===== config.mk =====
export PLATFORM = sky130hd
export DESIGN_NAME = mycpu_core_top
export DESIGN_NICKNAME = d
export VERILOG_FILES = /design/src/verilog/core_pkg.sv /design/src/verilog/fetch_stage.sv /design/src/verilog/regfile.sv /design/src/verilog/decode_stage.sv /design/src/verilog/execute_stage.sv /design/src/verilog/mem_wb_stage.sv /design/src/verilog/mycpu_core_top.sv
export SDC_FILE = /design/constraint.sdc
export NUM_CORES = 2
export LEC_CHECK = 0
export BUFFER_PORTS_ARGS = -buffer_cell sky130_fd_sc_hd__buf_4
export CAP_MARGIN = 20
export CORE_UTILIZATION = 45
export CTS_CLUSTER_DIAMETER = 120
export DETAILED_ROUTE_END_ITERATION = 10
export SLEW_MARGIN = 20
export SYNTH_ARGS = -nofsm -noshare
export SYNTH_HDL_FRONTEND = slang
export SYNTH_HIERARCHICAL = 1
export SYNTH_SLANG_ARGS = --single-unit

===== constraint.sdc =====
create_clock -name clk -period 18.56 [get_ports clk]
set_input_delay 2.784 -clock clk [delete_from_list [all_inputs] [get_ports clk]]
set_output_delay 2.784 -clock clk [all_outputs]
set_load 0.01 [all_outputs]

===== src/verilog/core_pkg.sv =====
package core_pkg;

  localparam int XLEN       = 32;
  localparam int REG_ADDR_W = 5;

  localparam logic [XLEN-1:0] RESET_PC = 32'hbfc0_0000;
  localparam logic [XLEN-1:0] NOP_INST = 32'h0000_0000; // sll $0,$0,0

  typedef struct packed {
    logic [5:0]            opcode;
    logic [REG_ADDR_W-1:0] rs;
    logic [REG_ADDR_W-1:0] rt;
    logic [REG_ADDR_W-1:0] rd;
    logic [4:0]            shamt;
    logic [5:0]            funct;
  } r_fmt_t;

  typedef struct packed {
    logic [5:0]            opcode;
    logic [REG_ADDR_W-1:0] rs;
    logic [REG_ADDR_W-1:0] rt;
    logic [15:0]           imm16;
  } i_fmt_t;

  typedef union packed {
    r_fmt_t r_fmt;
    i_fmt_t i_fmt;
  } inst_u;

  typedef enum logic [5:0] {
    OP_SPECIAL = 6'h00, OP_J    = 6'h02, OP_BEQ  = 6'h04, OP_BNE = 6'h05,
    OP_ADDIU   = 6'h09, OP_SLTI = 6'h0a, OP_ANDI = 6'h0c, OP_ORI = 6'h0d,
    OP_XORI    = 6'h0e, OP_LUI  = 6'h0f, OP_LW   = 6'h23, OP_SW  = 6'h2b
  } opcode_e;

  typedef enum logic [5:0] {
    F_SLL = 6'h00, F_SRL = 6'h02, F_ADDU = 6'h21, F_SUBU = 6'h23, F_AND = 6'h24,
    F_OR  = 6'h25, F_XOR = 6'h26, F_SLT  = 6'h2a, F_SLTU = 6'h2b
  } funct_e;

  typedef enum logic [3:0] {
    ALU_ADD, ALU_SUB, ALU_AND, ALU_OR, ALU_XOR, ALU_NOR,
    ALU_SLT, ALU_SLTU, ALU_SLL, ALU_SRL, ALU_LUI
  } alu_op_e;

  typedef enum logic [1:0] {
    MEM_NONE, MEM_LOAD, MEM_STORE
  } mem_op_e;

  typedef struct packed {
    logic [XLEN-1:0] pc;
    inst_u           inst;
    logic            valid;
  } if_id_t;

  typedef struct packed {
    logic [XLEN-1:0]       pc;
    alu_op_e               alu_op;
    logic [XLEN-1:0]       opr1;
    logic [XLEN-1:0]       opr2;
    logic [XLEN-1:0]       store_data;
    mem_op_e               mem_op;
    logic                  wen;
    logic [REG_ADDR_W-1:0] waddr;
    logic                  valid;
  } id_ex_t;

  typedef struct packed {
    logic [XLEN-1:0]       pc;
    mem_op_e               mem_op;
    logic                  wen;
    logic [REG_ADDR_W-1:0] waddr;
    logic [XLEN-1:0]       wdata; // alu result or load address
    logic                  valid;
  } ex_mem_t;

  // pending write seen by the bypass network
  typedef struct packed {
    logic                  wen;
    logic [REG_ADDR_W-1:0] waddr;
    logic [XLEN-1:0]       wdata;
    logic                  is_load;
  } fwd_t;

  typedef struct packed {
    logic [XLEN-1:0]       pc;
    logic                  wen;
    logic [REG_ADDR_W-1:0] waddr;
    logic [XLEN-1:0]       wdata;
  } wb_t;

endpackage


===== src/verilog/fetch_stage.sv =====
`timescale 1ns/100ps

module fetch_stage (
  input  logic                      clk,
  input  logic                      rst_i,
  input  logic                      stall_i,
  input  logic                      branch_taken_i,
  input  logic [core_pkg::XLEN-1:0] branch_target_i,
  input  logic [core_pkg::XLEN-1:0] inst_rdata_i,
  output logic                      inst_en_o,
  output logic [core_pkg::XLEN-1:0] inst_addr_o,
  output core_pkg::if_id_t          if_id_o
);

  logic [core_pkg::XLEN-1:0] pc_q;    // address presented this cycle
  logic [core_pkg::XLEN-1:0] pc_next;
  logic [core_pkg::XLEN-1:0] id_pc_q;
  logic                      id_valid_q;

  assign pc_next = branch_taken_i ? branch_target_i : pc_q + 32'd4;

  always_ff @(posedge clk) begin
    if (rst_i) begin
      pc_q       <= core_pkg::RESET_PC;
      id_valid_q <= 1'b0;
    end else if (!stall_i) begin
      pc_q       <= pc_next;
      id_valid_q <= 1'b1;
    end
  end

  always_ff @(posedge clk) begin
    if (!stall_i) begin
      id_pc_q <= pc_q;
    end
  end

  assign inst_en_o = 1'b1;
  // on stall fetch the decode slot's word again so the data lines up
  assign inst_addr_o = stall_i ? id_pc_q : pc_q;

  // the word arrives one cycle after its request, same slot as its pc
  assign if_id_o.pc    = id_pc_q;
  assign if_id_o.inst  = id_valid_q ? inst_rdata_i : core_pkg::NOP_INST;
  assign if_id_o.valid = id_valid_q;

endmodule


===== src/verilog/regfile.sv =====
`timescale 1ns/100ps

module regfile (
  input  logic                            clk,
  input  logic                            rst_i,
  input  logic [core_pkg::REG_ADDR_W-1:0] raddr1_i,
  input  logic [core_pkg::REG_ADDR_W-1:0] raddr2_i,
  input  logic                            ren1_i,
  input  logic                            ren2_i,
  input  core_pkg::fwd_t                  ex_fwd_i,
  input  core_pkg::fwd_t                  mem_fwd_i,
  input  core_pkg::wb_t                   wb_i,
  output logic [core_pkg::XLEN-1:0]       opr1_o,
  output logic [core_pkg::XLEN-1:0]       opr2_o,
  output logic                            load_use_stall_o
);

  logic [core_pkg::XLEN-1:0] rf_q [32];

  always_ff @(posedge clk) begin
    if (wb_i.wen) begin
      rf_q[wb_i.waddr] <= wb_i.wdata;
    end
  end

  // youngest pending write wins
  function automatic logic [core_pkg::XLEN-1:0] bypass(
    input logic                            ren,
    input logic [core_pkg::REG_ADDR_W-1:0] raddr,
    input core_pkg::fwd_t                  ex,
    input core_pkg::fwd_t                  mem,
    input core_pkg::wb_t                   wb,
    input logic [core_pkg::XLEN-1:0]       stored
  );
    if (!ren || raddr == '0) return '0;
    if (ex.wen && ex.waddr == raddr) return ex.wdata;
    if (mem.wen && mem.waddr == raddr) return mem.wdata;
    if (wb.wen && wb.waddr == raddr) return wb.wdata; // write-before-read
    return stored;
  endfunction

  assign opr1_o = bypass(ren1_i, raddr1_i, ex_fwd_i, mem_fwd_i, wb_i, rf_q[raddr1_i]);
  assign opr2_o = bypass(ren2_i, raddr2_i, ex_fwd_i, mem_fwd_i, wb_i, rf_q[raddr2_i]);

  // load data only exists from MEM on
  assign load_use_stall_o = ex_fwd_i.is_load && ex_fwd_i.wen && ex_fwd_i.waddr != '0 &&
                            ((ren1_i && raddr1_i == ex_fwd_i.waddr) ||
                             (ren2_i && raddr2_i == ex_fwd_i.waddr));

  a_no_r0_write: assert property (@(posedge clk) disable iff (rst_i)
    wb_i.wen |-> wb_i.waddr != '0);

endmodule


===== src/verilog/decode_stage.sv =====
`timescale 1ns/100ps

module decode_stage (
  input  logic                            clk,
  input  logic                            rst_i,
  input  core_pkg::if_id_t                if_id_i,
  input  logic [core_pkg::XLEN-1:0]       opr1_i,
  input  logic [core_pkg::XLEN-1:0]       opr2_i,
  input  logic                            load_use_stall_i,
  output logic [core_pkg::REG_ADDR_W-1:0] raddr1_o,
  output logic [core_pkg::REG_ADDR_W-1:0] raddr2_o,
  output logic                            ren1_o,
  output logic                            ren2_o,
  output logic                            stall_o,
  output logic                            branch_taken_o,
  output logic [core_pkg::XLEN-1:0]       branch_target_o,
  output core_pkg::id_ex_t                id_ex_o
);

  core_pkg::r_fmt_t          r_inst;
  core_pkg::i_fmt_t          i_inst;
  core_pkg::alu_op_e         alu_op;
  core_pkg::mem_op_e         mem_op;
  logic                      use_imm;
  logic                      sign_ext;
  logic                      use_shamt;
  logic                      use_rd;
  logic                      wen;
  logic                      ren1;
  logic                      ren2;
  logic                      is_beq;
  logic                      is_bne;
  logic                      is_j;
  logic [core_pkg::XLEN-1:0] imm_ext;
  logic [core_pkg::XLEN-1:0] slot_pc;
  logic [core_pkg::XLEN-1:0] br_target;
  logic [core_pkg::XLEN-1:0] j_target;
  core_pkg::id_ex_t          id_ex_q;

  assign r_inst = if_id_i.inst.r_fmt;
  assign i_inst = if_id_i.inst.i_fmt;

  always_comb begin
    alu_op    = core_pkg::ALU_ADD;
    mem_op    = core_pkg::MEM_NONE;
    use_imm   = 1'b1;
    sign_ext  = 1'b0;
    use_shamt = 1'b0;
    use_rd    = 1'b0;
    wen       = 1'b1;
    ren1      = 1'b1;
    ren2      = 1'b0;
    is_beq    = 1'b0;
    is_bne    = 1'b0;
    is_j      = 1'b0;
    case (i_inst.opcode)
      core_pkg::OP_SPECIAL: begin
        use_imm = 1'b0;
        use_rd  = 1'b1;
        ren2    = 1'b1;
        case (r_inst.funct)
          core_pkg::F_ADDU: alu_op = core_pkg::ALU_ADD;
          core_pkg::F_SUBU: alu_op = core_pkg::ALU_SUB;
          core_pkg::F_AND:  alu_op = core_pkg::ALU_AND;
          core_pkg::F_OR:   alu_op = core_pkg::ALU_OR;
          core_pkg::F_XOR:  alu_op = core_pkg::ALU_XOR;
          core_pkg::F_SLT:  alu_op = core_pkg::ALU_SLT;
          core_pkg::F_SLTU: alu_op = core_pkg::ALU_SLTU;
          core_pkg::F_SLL: begin
            alu_op    = core_pkg::ALU_SLL;
            use_shamt = 1'b1;
            ren1      = 1'b0;
          end
          core_pkg::F_SRL: begin
            alu_op    = core_pkg::ALU_SRL;
            use_shamt = 1'b1;
            ren1      = 1'b0;
          end
          default: wen = 1'b0; // unknown funct does nothing
        endcase
      end
      core_pkg::OP_ADDIU: sign_ext = 1'b1;
      core_pkg::OP_SLTI: begin
        alu_op   = core_pkg::ALU_SLT;
        sign_ext = 1'b1;
      end
      core_pkg::OP_ANDI: alu_op = core_pkg::ALU_AND;
      core_pkg::OP_ORI:  alu_op = core_pkg::ALU_OR;
      core_pkg::OP_XORI: alu_op = core_pkg::ALU_XOR;
      core_pkg::OP_LUI: begin
        alu_op = core_pkg::ALU_LUI;
        ren1   = 1'b0;
      end
      core_pkg::OP_LW: begin
        sign_ext = 1'b1;
        mem_op   = core_pkg::MEM_LOAD;
      end
      core_pkg::OP_SW: begin
        sign_ext = 1'b1;
        mem_op   = core_pkg::MEM_STORE;
        wen      = 1'b0;
        ren2     = 1'b1; // store data
      end
      core_pkg::OP_BEQ: begin
        is_beq = 1'b1;
        wen    = 1'b0;
        ren2   = 1'b1;
      end
      core_pkg::OP_BNE: begin
        is_bne = 1'b1;
        wen    = 1'b0;
        ren2   = 1'b1;
      end
      core_pkg::OP_J: begin
        is_j = 1'b1;
        wen  = 1'b0;
        ren1 = 1'b0;
      end
      default: begin
        wen  = 1'b0;
        ren1 = 1'b0;
      end
    endcase
  end

  assign imm_ext = sign_ext ? {{16{i_inst.imm16[15]}}, i_inst.imm16} : {16'h0, i_inst.imm16};

  // targets are relative to the delay slot
  assign slot_pc   = if_id_i.pc + 32'd4;
  assign br_target = slot_pc + {{14{i_inst.imm16[15]}}, i_inst.imm16, 2'b00};
  assign j_target  = {slot_pc[31:28], i_inst.rs, i_inst.rt, i_inst.imm16, 2'b00};

  assign raddr1_o = i_inst.rs;
  assign raddr2_o = i_inst.rt;
  assign ren1_o   = if_id_i.valid & ren1;
  assign ren2_o   = if_id_i.valid & ren2;
  assign stall_o  = load_use_stall_i;

  // operands are stale while stalled, so hold off the redirect
  assign branch_taken_o = if_id_i.valid & ~load_use_stall_i &
                          (is_j | (is_beq & (opr1_i == opr2_i)) | (is_bne & (opr1_i != opr2_i)));
  assign branch_target_o = is_j ? j_target : br_target;

  always_ff @(posedge clk) begin
    id_ex_q.pc         <= if_id_i.pc;
    id_ex_q.alu_op     <= alu_op;
    id_ex_q.opr1       <= use_shamt ? {{(core_pkg::XLEN-5){1'b0}}, r_inst.shamt} : opr1_i;
    id_ex_q.opr2       <= use_imm ? imm_ext : opr2_i;
    id_ex_q.store_data <= opr2_i;
    id_ex_q.waddr      <= use_rd ? r_inst.rd : i_inst.rt;
    if (rst_i || load_use_stall_i || !if_id_i.valid) begin
      id_ex_q.valid  <= 1'b0; // bubble
      id_ex_q.wen    <= 1'b0;
      id_ex_q.mem_op <= core_pkg::MEM_NONE;
    end else begin
      id_ex_q.valid  <= 1'b1;
      id_ex_q.wen    <= wen;
      id_ex_q.mem_op <= mem_op;
    end
  end

  assign id_ex_o = id_ex_q;

  // the bubble leaves no load in EX, so a stall never lasts two cycles
  a_single_bubble: assert property (@(posedge clk) disable iff (rst_i)
    load_use_stall_i |=> !load_use_stall_i);

endmodule


===== src/verilog/execute_stage.sv =====
`timescale 1ns/100ps

module execute_stage (
  input  logic                      clk,
  input  logic                      rst_i,
  input  core_pkg::id_ex_t          id_ex_i,
  output logic                      data_en_o,
  output logic [3:0]                data_wen_o,
  output logic [core_pkg::XLEN-1:0] data_addr_o,
  output logic [core_pkg::XLEN-1:0] data_wdata_o,
  output core_pkg::fwd_t            ex_fwd_o,
  output core_pkg::ex_mem_t         ex_mem_o
);

  logic [core_pkg::XLEN-1:0] opr1;
  logic [core_pkg::XLEN-1:0] opr2;
  logic [core_pkg::XLEN-1:0] alu_res;
  logic                      is_load;
  logic                      is_store;
  core_pkg::ex_mem_t         ex_mem_q;

  assign opr1 = id_ex_i.opr1;
  assign opr2 = id_ex_i.opr2;

  always_comb begin
    case (id_ex_i.alu_op)
      core_pkg::ALU_ADD:  alu_res = opr1 + opr2;
      core_pkg::ALU_SUB:  alu_res = opr1 - opr2;
      core_pkg::ALU_AND:  alu_res = opr1 & opr2;
      core_pkg::ALU_OR:   alu_res = opr1 | opr2;
      core_pkg::ALU_XOR:  alu_res = opr1 ^ opr2;
      core_pkg::ALU_NOR:  alu_res = ~(opr1 | opr2);
      core_pkg::ALU_SLT:  alu_res = {31'h0, $signed(opr1) < $signed(opr2)};
      core_pkg::ALU_SLTU: alu_res = {31'h0, opr1 < opr2};
      core_pkg::ALU_SLL:  alu_res = opr2 << opr1[4:0]; // shamt in opr1
      core_pkg::ALU_SRL:  alu_res = opr2 >> opr1[4:0];
      core_pkg::ALU_LUI:  alu_res = {opr2[15:0], 16'h0};
      default:            alu_res = '0;
    endcase
  end

  assign is_load  = id_ex_i.valid && id_ex_i.mem_op == core_pkg::MEM_LOAD;
  assign is_store = id_ex_i.valid && id_ex_i.mem_op == core_pkg::MEM_STORE;

  assign data_en_o    = is_load | is_store;
  assign data_wen_o   = {4{is_store}}; // word stores only
  assign data_addr_o  = alu_res;
  assign data_wdata_o = id_ex_i.store_data;

  assign ex_fwd_o.wen     = id_ex_i.wen;
  assign ex_fwd_o.waddr   = id_ex_i.waddr;
  assign ex_fwd_o.wdata   = alu_res;
  assign ex_fwd_o.is_load = is_load;

  always_ff @(posedge clk) begin
    ex_mem_q.pc    <= id_ex_i.pc;
    ex_mem_q.waddr <= id_ex_i.waddr;
    ex_mem_q.wdata <= alu_res;
    if (rst_i) begin
      ex_mem_q.valid  <= 1'b0;
      ex_mem_q.wen    <= 1'b0;
      ex_mem_q.mem_op <= core_pkg::MEM_NONE;
    end else begin
      ex_mem_q.valid  <= id_ex_i.valid;
      ex_mem_q.wen    <= id_ex_i.wen;
      ex_mem_q.mem_op <= id_ex_i.mem_op;
    end
  end

  assign ex_mem_o = ex_mem_q;

  a_word_aligned: assert property (@(posedge clk) disable iff (rst_i)
    data_en_o |-> data_addr_o[1:0] == 2'b00);

endmodule


===== src/verilog/mem_wb_stage.sv =====
`timescale 1ns/100ps

module mem_wb_stage (
  input  logic                            clk,
  input  logic                            rst_i,
  input  core_pkg::ex_mem_t               ex_mem_i,
  input  logic [core_pkg::XLEN-1:0]       data_rdata_i,
  output core_pkg::fwd_t                  mem_fwd_o,
  output core_pkg::wb_t                   wb_o,
  output logic [core_pkg::XLEN-1:0]       debug_wb_pc_o,
  output logic [3:0]                      debug_wb_rf_wen_o,
  output logic [core_pkg::REG_ADDR_W-1:0] debug_wb_rf_wnum_o,
  output logic [core_pkg::XLEN-1:0]       debug_wb_rf_wdata_o
);

  logic                      is_load;
  logic [core_pkg::XLEN-1:0] result;
  core_pkg::wb_t             wb_q;

  assign is_load = ex_mem_i.mem_op == core_pkg::MEM_LOAD;
  assign result  = is_load ? data_rdata_i : ex_mem_i.wdata; // read data lands this cycle

  assign mem_fwd_o.wen     = ex_mem_i.wen;
  assign mem_fwd_o.waddr   = ex_mem_i.waddr;
  assign mem_fwd_o.wdata   = result;
  assign mem_fwd_o.is_load = is_load;

  always_ff @(posedge clk) begin
    wb_q.pc    <= ex_mem_i.pc;
    wb_q.waddr <= ex_mem_i.waddr;
    wb_q.wdata <= result;
    if (rst_i) begin
      wb_q.wen <= 1'b0;
    end else begin
      // $0 writes retire silently
      wb_q.wen <= ex_mem_i.valid && ex_mem_i.wen && ex_mem_i.waddr != '0;
    end
  end

  assign wb_o = wb_q;

  assign debug_wb_pc_o       = wb_q.pc;
  assign debug_wb_rf_wen_o   = {4{wb_q.wen}};
  assign debug_wb_rf_wnum_o  = wb_q.waddr;
  assign debug_wb_rf_wdata_o = wb_q.wdata;

endmodule


===== src/verilog/mycpu_core_top.sv =====
`timescale 1ns/100ps

module mycpu_core_top (
  input  logic                            clk,
  input  logic                            rst_i,
  // instruction port
  output logic                            inst_en_o,
  output logic [core_pkg::XLEN-1:0]       inst_addr_o,
  input  logic [core_pkg::XLEN-1:0]       inst_rdata_i,
  // data port
  output logic                            data_en_o,
  output logic [3:0]                      data_wen_o,
  output logic [core_pkg::XLEN-1:0]       data_addr_o,
  output logic [core_pkg::XLEN-1:0]       data_wdata_o,
  input  logic [core_pkg::XLEN-1:0]       data_rdata_i,
  // retirement trace
  output logic [core_pkg::XLEN-1:0]       debug_wb_pc_o,
  output logic [3:0]                      debug_wb_rf_wen_o,
  output logic [core_pkg::REG_ADDR_W-1:0] debug_wb_rf_wnum_o,
  output logic [core_pkg::XLEN-1:0]       debug_wb_rf_wdata_o
);

  core_pkg::if_id_t                if_id;
  core_pkg::id_ex_t                id_ex;
  core_pkg::ex_mem_t               ex_mem;
  core_pkg::fwd_t                  ex_fwd;
  core_pkg::fwd_t                  mem_fwd;
  core_pkg::wb_t                   wb;
  logic [core_pkg::REG_ADDR_W-1:0] raddr1;
  logic [core_pkg::REG_ADDR_W-1:0] raddr2;
  logic                            ren1;
  logic                            ren2;
  logic [core_pkg::XLEN-1:0]       opr1;
  logic [core_pkg::XLEN-1:0]       opr2;
  logic                            load_use_stall;
  logic                            stall;
  logic                            branch_taken;
  logic [core_pkg::XLEN-1:0]       branch_target;

  fetch_stage u_fetch (
    .clk             (clk),
    .rst_i           (rst_i),
    .stall_i         (stall),
    .branch_taken_i  (branch_taken),
    .branch_target_i (branch_target),
    .inst_rdata_i    (inst_rdata_i),
    .inst_en_o       (inst_en_o),
    .inst_addr_o     (inst_addr_o),
    .if_id_o         (if_id)
  );

  decode_stage u_decode (
    .clk              (clk),
    .rst_i            (rst_i),
    .if_id_i          (if_id),
    .opr1_i           (opr1),
    .opr2_i           (opr2),
    .load_use_stall_i (load_use_stall),
    .raddr1_o         (raddr1),
    .raddr2_o         (raddr2),
    .ren1_o           (ren1),
    .ren2_o           (ren2),
    .stall_o          (stall),
    .branch_taken_o   (branch_taken),
    .branch_target_o  (branch_target),
    .id_ex_o          (id_ex)
  );

  regfile u_regfile (
    .clk              (clk),
    .rst_i            (rst_i),
    .raddr1_i         (raddr1),
    .raddr2_i         (raddr2),
    .ren1_i           (ren1),
    .ren2_i           (ren2),
    .ex_fwd_i         (ex_fwd),
    .mem_fwd_i        (mem_fwd),
    .wb_i             (wb),
    .opr1_o           (opr1),
    .opr2_o           (opr2),
    .load_use_stall_o (load_use_stall)
  );

  execute_stage u_execute (
    .clk          (clk),
    .rst_i        (rst_i),
    .id_ex_i      (id_ex),
    .data_en_o    (data_en_o),
    .data_wen_o   (data_wen_o),
    .data_addr_o  (data_addr_o),
    .data_wdata_o (data_wdata_o),
    .ex_fwd_o     (ex_fwd),
    .ex_mem_o     (ex_mem)
  );

  mem_wb_stage u_mem_wb (
    .clk                 (clk),
    .rst_i               (rst_i),
    .ex_mem_i            (ex_mem),
    .data_rdata_i        (data_rdata_i),
    .mem_fwd_o           (mem_fwd),
    .wb_o                (wb),
    .debug_wb_pc_o       (debug_wb_pc_o),
    .debug_wb_rf_wen_o   (debug_wb_rf_wen_o),
    .debug_wb_rf_wnum_o  (debug_wb_rf_wnum_o),
    .debug_wb_rf_wdata_o (debug_wb_rf_wdata_o)
  );

endmodule


# Word-level counts from Yosys, hierarchy flattened
# Memories as Yosys holds them, arrays and structs flattened.
# Cells that the tools add are included.
[totals]
mem_bits_rw = 1024
input_bits = 66
output_inout_bits = 175
elab_cells = 189
n_memories = 1
ff_bits = 349
[classes]
muxes = 64
n_addsub = 5
reduce_logical = 36
order_cmp = 2
n_eq_ne = 42
n_bitwise = 14
n_shift = 2
[memory_table]
columns = ["name", "depth", "width", "read_ports", "rd_ports_with_merged_regs", "wr", "line", "text"]
rows = [
  ["u_regfile.rf_q", 32, 32, 2, 0, 1, "regfile.sv:18", "logic [core_pkg::XLEN-1:0] rf_q [32];"],
]
[ops]
columns = ["op", "count"]
rows = [
  ["$mux 32", 23],
  ["$pmux 32 s11", 1],
  ["$add 32x3->32 const B", 2],
  ["$add 32x32->32", 2],
  ["$lt 32x32->1", 2],
  ["$eq 6x6->1 const B", 9],
  ["$eq 5x5->1", 8],
  ["$eq 6x4->1 const B", 6],
  ["$mux 1", 33],
  ["$and 32x32->32", 1],
  ["$eq 32x32->1", 1],
  ["$ne 32x32->1", 1],
  ["$not 32->32", 1],
  ["$or 32x32->32", 1],
  ["$pmux 4 s8", 1],
  ["$shl 32x5->32", 1],
  ["$shr 32x5->32", 1],
  ["$sub 32x32->32", 1],
  ["$xor 32x32->32", 1],
  ["$pmux 4 s6", 1],
  ["$reduce_or 9->1", 2],
  ["$eq 4x3->1 const B", 4],
  ["$logic_and 1x1->1", 15],
  ["$eq 4x4->1 const B", 3],
  ["other kinds (21)", 44],
]

# Longest topological paths before layout
[depth]
depth_word = 25
mapped_depth = 32
ltp_nobuf = 26

# Hierarchy
# The synthesis kept the hierarchy.
[by_module_without_submodules]
columns = ["module", "area_per_inst_um2", "cells_each", "instances", "seq_area_each_um2"]
rows = [
  ["regfile", 50251.9, 2783, 1, 30749.5],
  ["execute_stage", 10336.2, 1398, 1, 1461.4],
  ["decode_stage", 6791.5, 729, 1, 2822.7],
  ["fetch_stage", 3294.4, 384, 1, 1301.2],
  ["mem_wb_stage", 2577.5, 191, 1, 1401.3],
]

# Least setup slack after synthesis
# Ideal clock, no wire load.
[synth_timing]
path_type = "input -> output"
startpoint = "in inst_rdata_i[26] in the netlist's numbering"
endpoint = "out inst_addr_o[14] in the netlist's numbering"
cell_stages = 15
path_slack_ns = 10.521
t_arrival_ns = 5.255
t_required_ns = 15.776
path_cell_list = "and2_1 -> clkbuf_1 -> and2_1 -> and2_1 -> o21ai_0 -> a21oi_1 -> o31a_1 -> nand2_1 -> a21oi_1 -> buf_4 -> clkbuf_1 -> buf_1 -> clkbuf_1 -> nand2_1 -> o21ai_0"
[synth_between]
elab_chain_cells = 9
elab_cells_between_ends = 22
cone_classes = "9 x eq/ne; 4 x mux; 2 x bitwise; 7 x reduce/logical"
[synth_lines]
columns = ["item", "line", "text"]
rows = [
  ["start: declaration", "mycpu_core_top.sv:9", "input logic [core_pkg::XLEN-1:0] inst_rdata_i,"],
  ["$mux 32 *", "fetch_stage.sv:44", "assign if_id_o.inst = id_valid_q ? inst_rdata_i : core_pkg::NOP_INST;"],
  ["$eq 6x4->1 (tied with other cells)", "decode_stage.sv:56", "case (i_inst.opcode)"],
  ["$reduce_or 9->1 (no source line)", "n/a", ""],
  ["$pmux 1 s2 *", "decode_stage.sv:56", ""],
  ["$and 1x1->1 *", "decode_stage.sv:135", "assign ren1_o = if_id_i.valid & ren1;"],
  ["via ren1", "mycpu_core_top.sv:31", "logic ren1;"],
  ["$logic_and 1x1->1 *", "regfile.sv:47", "((ren1_i && raddr1_i == ex_fwd_i.waddr) ||"],
  ["$logic_or 1x1->1 *", "regfile.sv:47", ""],
  ["$logic_and 1x1->1 *", "regfile.sv:46", "assign load_use_stall_o = ex_fwd_i.is_load && ex_fwd_i.wen && ex_fwd_i.waddr != '0 &&"],
  ["via load_use_stall", "mycpu_core_top.sv:35", "logic load_use_stall;"],
  ["$mux 32 *", "fetch_stage.sv:40", "assign inst_addr_o = stall_i ? id_pc_q : pc_q;"],
  ["end: declaration", "mycpu_core_top.sv:8", "output logic [core_pkg::XLEN-1:0] inst_addr_o,"],
]
# Mark *: on every way through the listed nets, which the timed path passes. The rest lies on a longest branch.

==> results.md <==
* Worst-Margin Slew at between 1000 and 1500 ps
* Vias at ~52000
* Number of max-cap violations at 0
* Root Driver: clkbuf_16
* Fin. max-slew vios at 0
* Met1 wire length at 101000 µm
* Syn Nets at approximately 5700
* Maximum VDD drop at roughly 79 µV
* Crit Path Max Fanout at 57
* Pleak at roughly 27 nW
* Tot GR Track Use at 32.4%
* CTS buffer count at between 100 and 150
* Worst-path clk slew at roughly 70 ps
* WL final at between 200000 and 300000 µm
* Syn avg cell area at 13.4 µm²
* Reg2reg end: u_fetch/pc_q[23]
* Highest Clock Rate at about 100 MHz
* DR WL met3 at 27100 µm
* Clk_skew at between 20 and 30 ps
* CORE AREA at 161000 µm²
* Mapped cell area at approximately 73000 µm²
* RD Place Congestion at 1.02
* CTS resizes at 0
* Unrepaired setup endpoints after global routing: no
* Initial DRC count at between 6000 and 7000
* Critical path type: in -> reg
* Max-slew headroom at a little over 20%
* Worst Hold Class: reg -> reg
* Crit share post-route at ~53%
* Vias in the first global route at about 50000
* R2R cell count at 25
* TritonCTS clock tree: yes
* Initial antenna violation count at 13
* Cell Pwr Density at slightly below 90 nW/µm²
* Clock Latency Late Sink at ~800 ps
* Grt total ovfl at 0
* Critical path arrival at around 11000 ps
* Status: finished, final reports clean
* Largest net degree at the start of global routing at 108
* Ratio of cells with drive above 1 in the final layout at about a quarter
* FF+latch area at 37800 µm²
* Final hold vios at 0
* Cell Rows at about 150
* Combined area of the multi-input logic cells at 32100 µm²
* Post-route minimum period at between 9000 and 10000 ps
* Critical Path Start: inst_rdata_i[18]
* Final setup viols at 0
* R2r startpoint: u_decode/id_ex_o[74]
* Initial Utilization at 45.4%
* Area growth syn-to-layout at 10.4%
* First-pass GRT wire length at around 380000 µm
* Setup crit start kind: input port
* Ys Warns at 6
* CTS Sinks at approximately 1400
* Total Die Area at 164000 µm²
* Die extent in x at 405 µm
* Routed Antenna Nets at 0
* Drt pass-1 iters at 7
* Post-CTS setup buffers at 0
* FILL cells at ~14000
* Commonest non-fill, non-tap cells in the layout: 1024 x edfxtp_1, 469 x mux4_2, 407 x buf_4, 333 x dfxtp_1, 299 x nor2_1
* Layout Utilization at about half
* Total chip power at a little over 7 mW
* Final TNS setup at 0 ps
* Commonest non-fill, non-tap cell in the layout: edfxtp_1
* Die Span Y at around 400 µm
* Worst path required time at 19260 ps
* CP endpoint: u_fetch/pc_q[23]
* IO buf count at approximately 240
* Vias per inst at about 6.7
* Fin nets at around 5700
* WL met2 at about 120000 µm
* Cells after Synth at ~5500
* Max Root-Sink Buffers at 3
* Post-DR wirelength/cell at approximately 35 µm
* Crit end category: flip-flop
* Detail Placement HPWL at roughly 180000 µm
* H-tree depth at 4
* I/O pin count at 241
* Cts hold-fix bufs at 0
* Max layer used: met5
* Drc violations at 0
* Internal reg-to-reg setup slack at about 9200 ps
-- registers in the layout, summed over array words and instances, names as in the netlist --
register and cells:
u_execute/ex_mem_o 73, u_mem_wb/debug_wb_pc_o 32, u_fetch/id_valid_q 1, u_fetch/id_pc_q 32, u_decode/id_ex_o 141, u_mem_wb/debug_wb_rf_wdata_o 32
u_fetch/pc_q 32, u_mem_wb/debug_wb_rf_wnum_o 5, u_regfile/rf_q 1024, u_mem_wb/debug_wb_rf_wen_o 1
-- metal layers --
| metal | vias to the layer above | track usage [%] |
|---|---|---|
| met4 | 10 | 18.6 |
| li1 | 21394 | - |
| met1 | 26569 | 41.8 |
| met5 | - | 0 |
| met3 | 709 | 7.44 |
| met2 | 3132 | 50.3 |
-- power breakdown --
| part | switching, mW | leakage, nW | internal (mW) |
|---|---|---|---|
| Combinational | 0.602 | 12.7 | 0.337 |
| Sequential | 0.0792 | 12.2 | 3.39 |
| Clock | 1.25 | 2.15 | 1.52 |
-- how the worst min path moves through the flow --
stage | startpoint | to | slack [ps] | cells past startpoint
6_report | u_execute/ex_mem_o[67] | u_mem_wb/debug_wb_pc_o[26] | 320 | 0
5_1_grt | u_execute/ex_mem_o[66] | u_mem_wb/debug_wb_pc_o[25] | 330 | 0
4_1_cts | u_execute/ex_mem_o[65] | u_mem_wb/debug_wb_pc_o[24] | 320 | 0
3_5_place_dp | u_decode/id_ex_o[111] | u_execute/ex_mem_o[43] | 310 | 0
3_3_place_gp | u_execute/ex_mem_o[69] | u_mem_wb/debug_wb_pc_o[28] | 310 | 0
2_1_floorplan | u_decode/id_ex_o[109] | u_execute/ex_mem_o[41] | 310 | 0
-- worst max-delay path: stages --
cell and delay (ps):
buf_4 80, and2_4 390, buf_4 690, buf_4 630
buf_4 780, mux4_2 340, mux2i_1 80, nand2_1 100
o211ai_1 130, a41o_1 380, a211oi_1 510, xor2_1 310
nor4_1 550, nand4_1 200, nor2_1 360, xnor2_1 110
or3_1 360, a21oi_4 170, buf_4 510, nand2_1 400
o22ai_1 210, a31oi_1 70, a21o_1 210
-- stage by stage --
step | std cells | hold WS (ps) | setup slack (ps) | cell area [µm²]
2_1_floorplan | 5452 | 310 | 10520 | 73000
3_3_place_gp | 7477 | 310 | 8050 | 76100
3_5_place_dp | 7478 | 312 | 7960 | 76100
4_1_cts | 7736 | 321 | 8830 | 80500
5_1_grt | 7737 | 329 | 8440 | 80600
6_report | 7741 | 321 | 8680 | 80600
-- final cells by class --
type | count | area share [%]
diodes | 4 | 0.0124
well taps | 2160 | 3.35
clock inverters | 64 | 0.679
inverters | 118 | 0.550
multi-input cells | 3417 | 39.8
repair buffers | 411 | 3.89
clock buffers | 194 | 4.82
flip-flops and latches | 1373 | 46.9
Power figures use the tool's default switching activity.
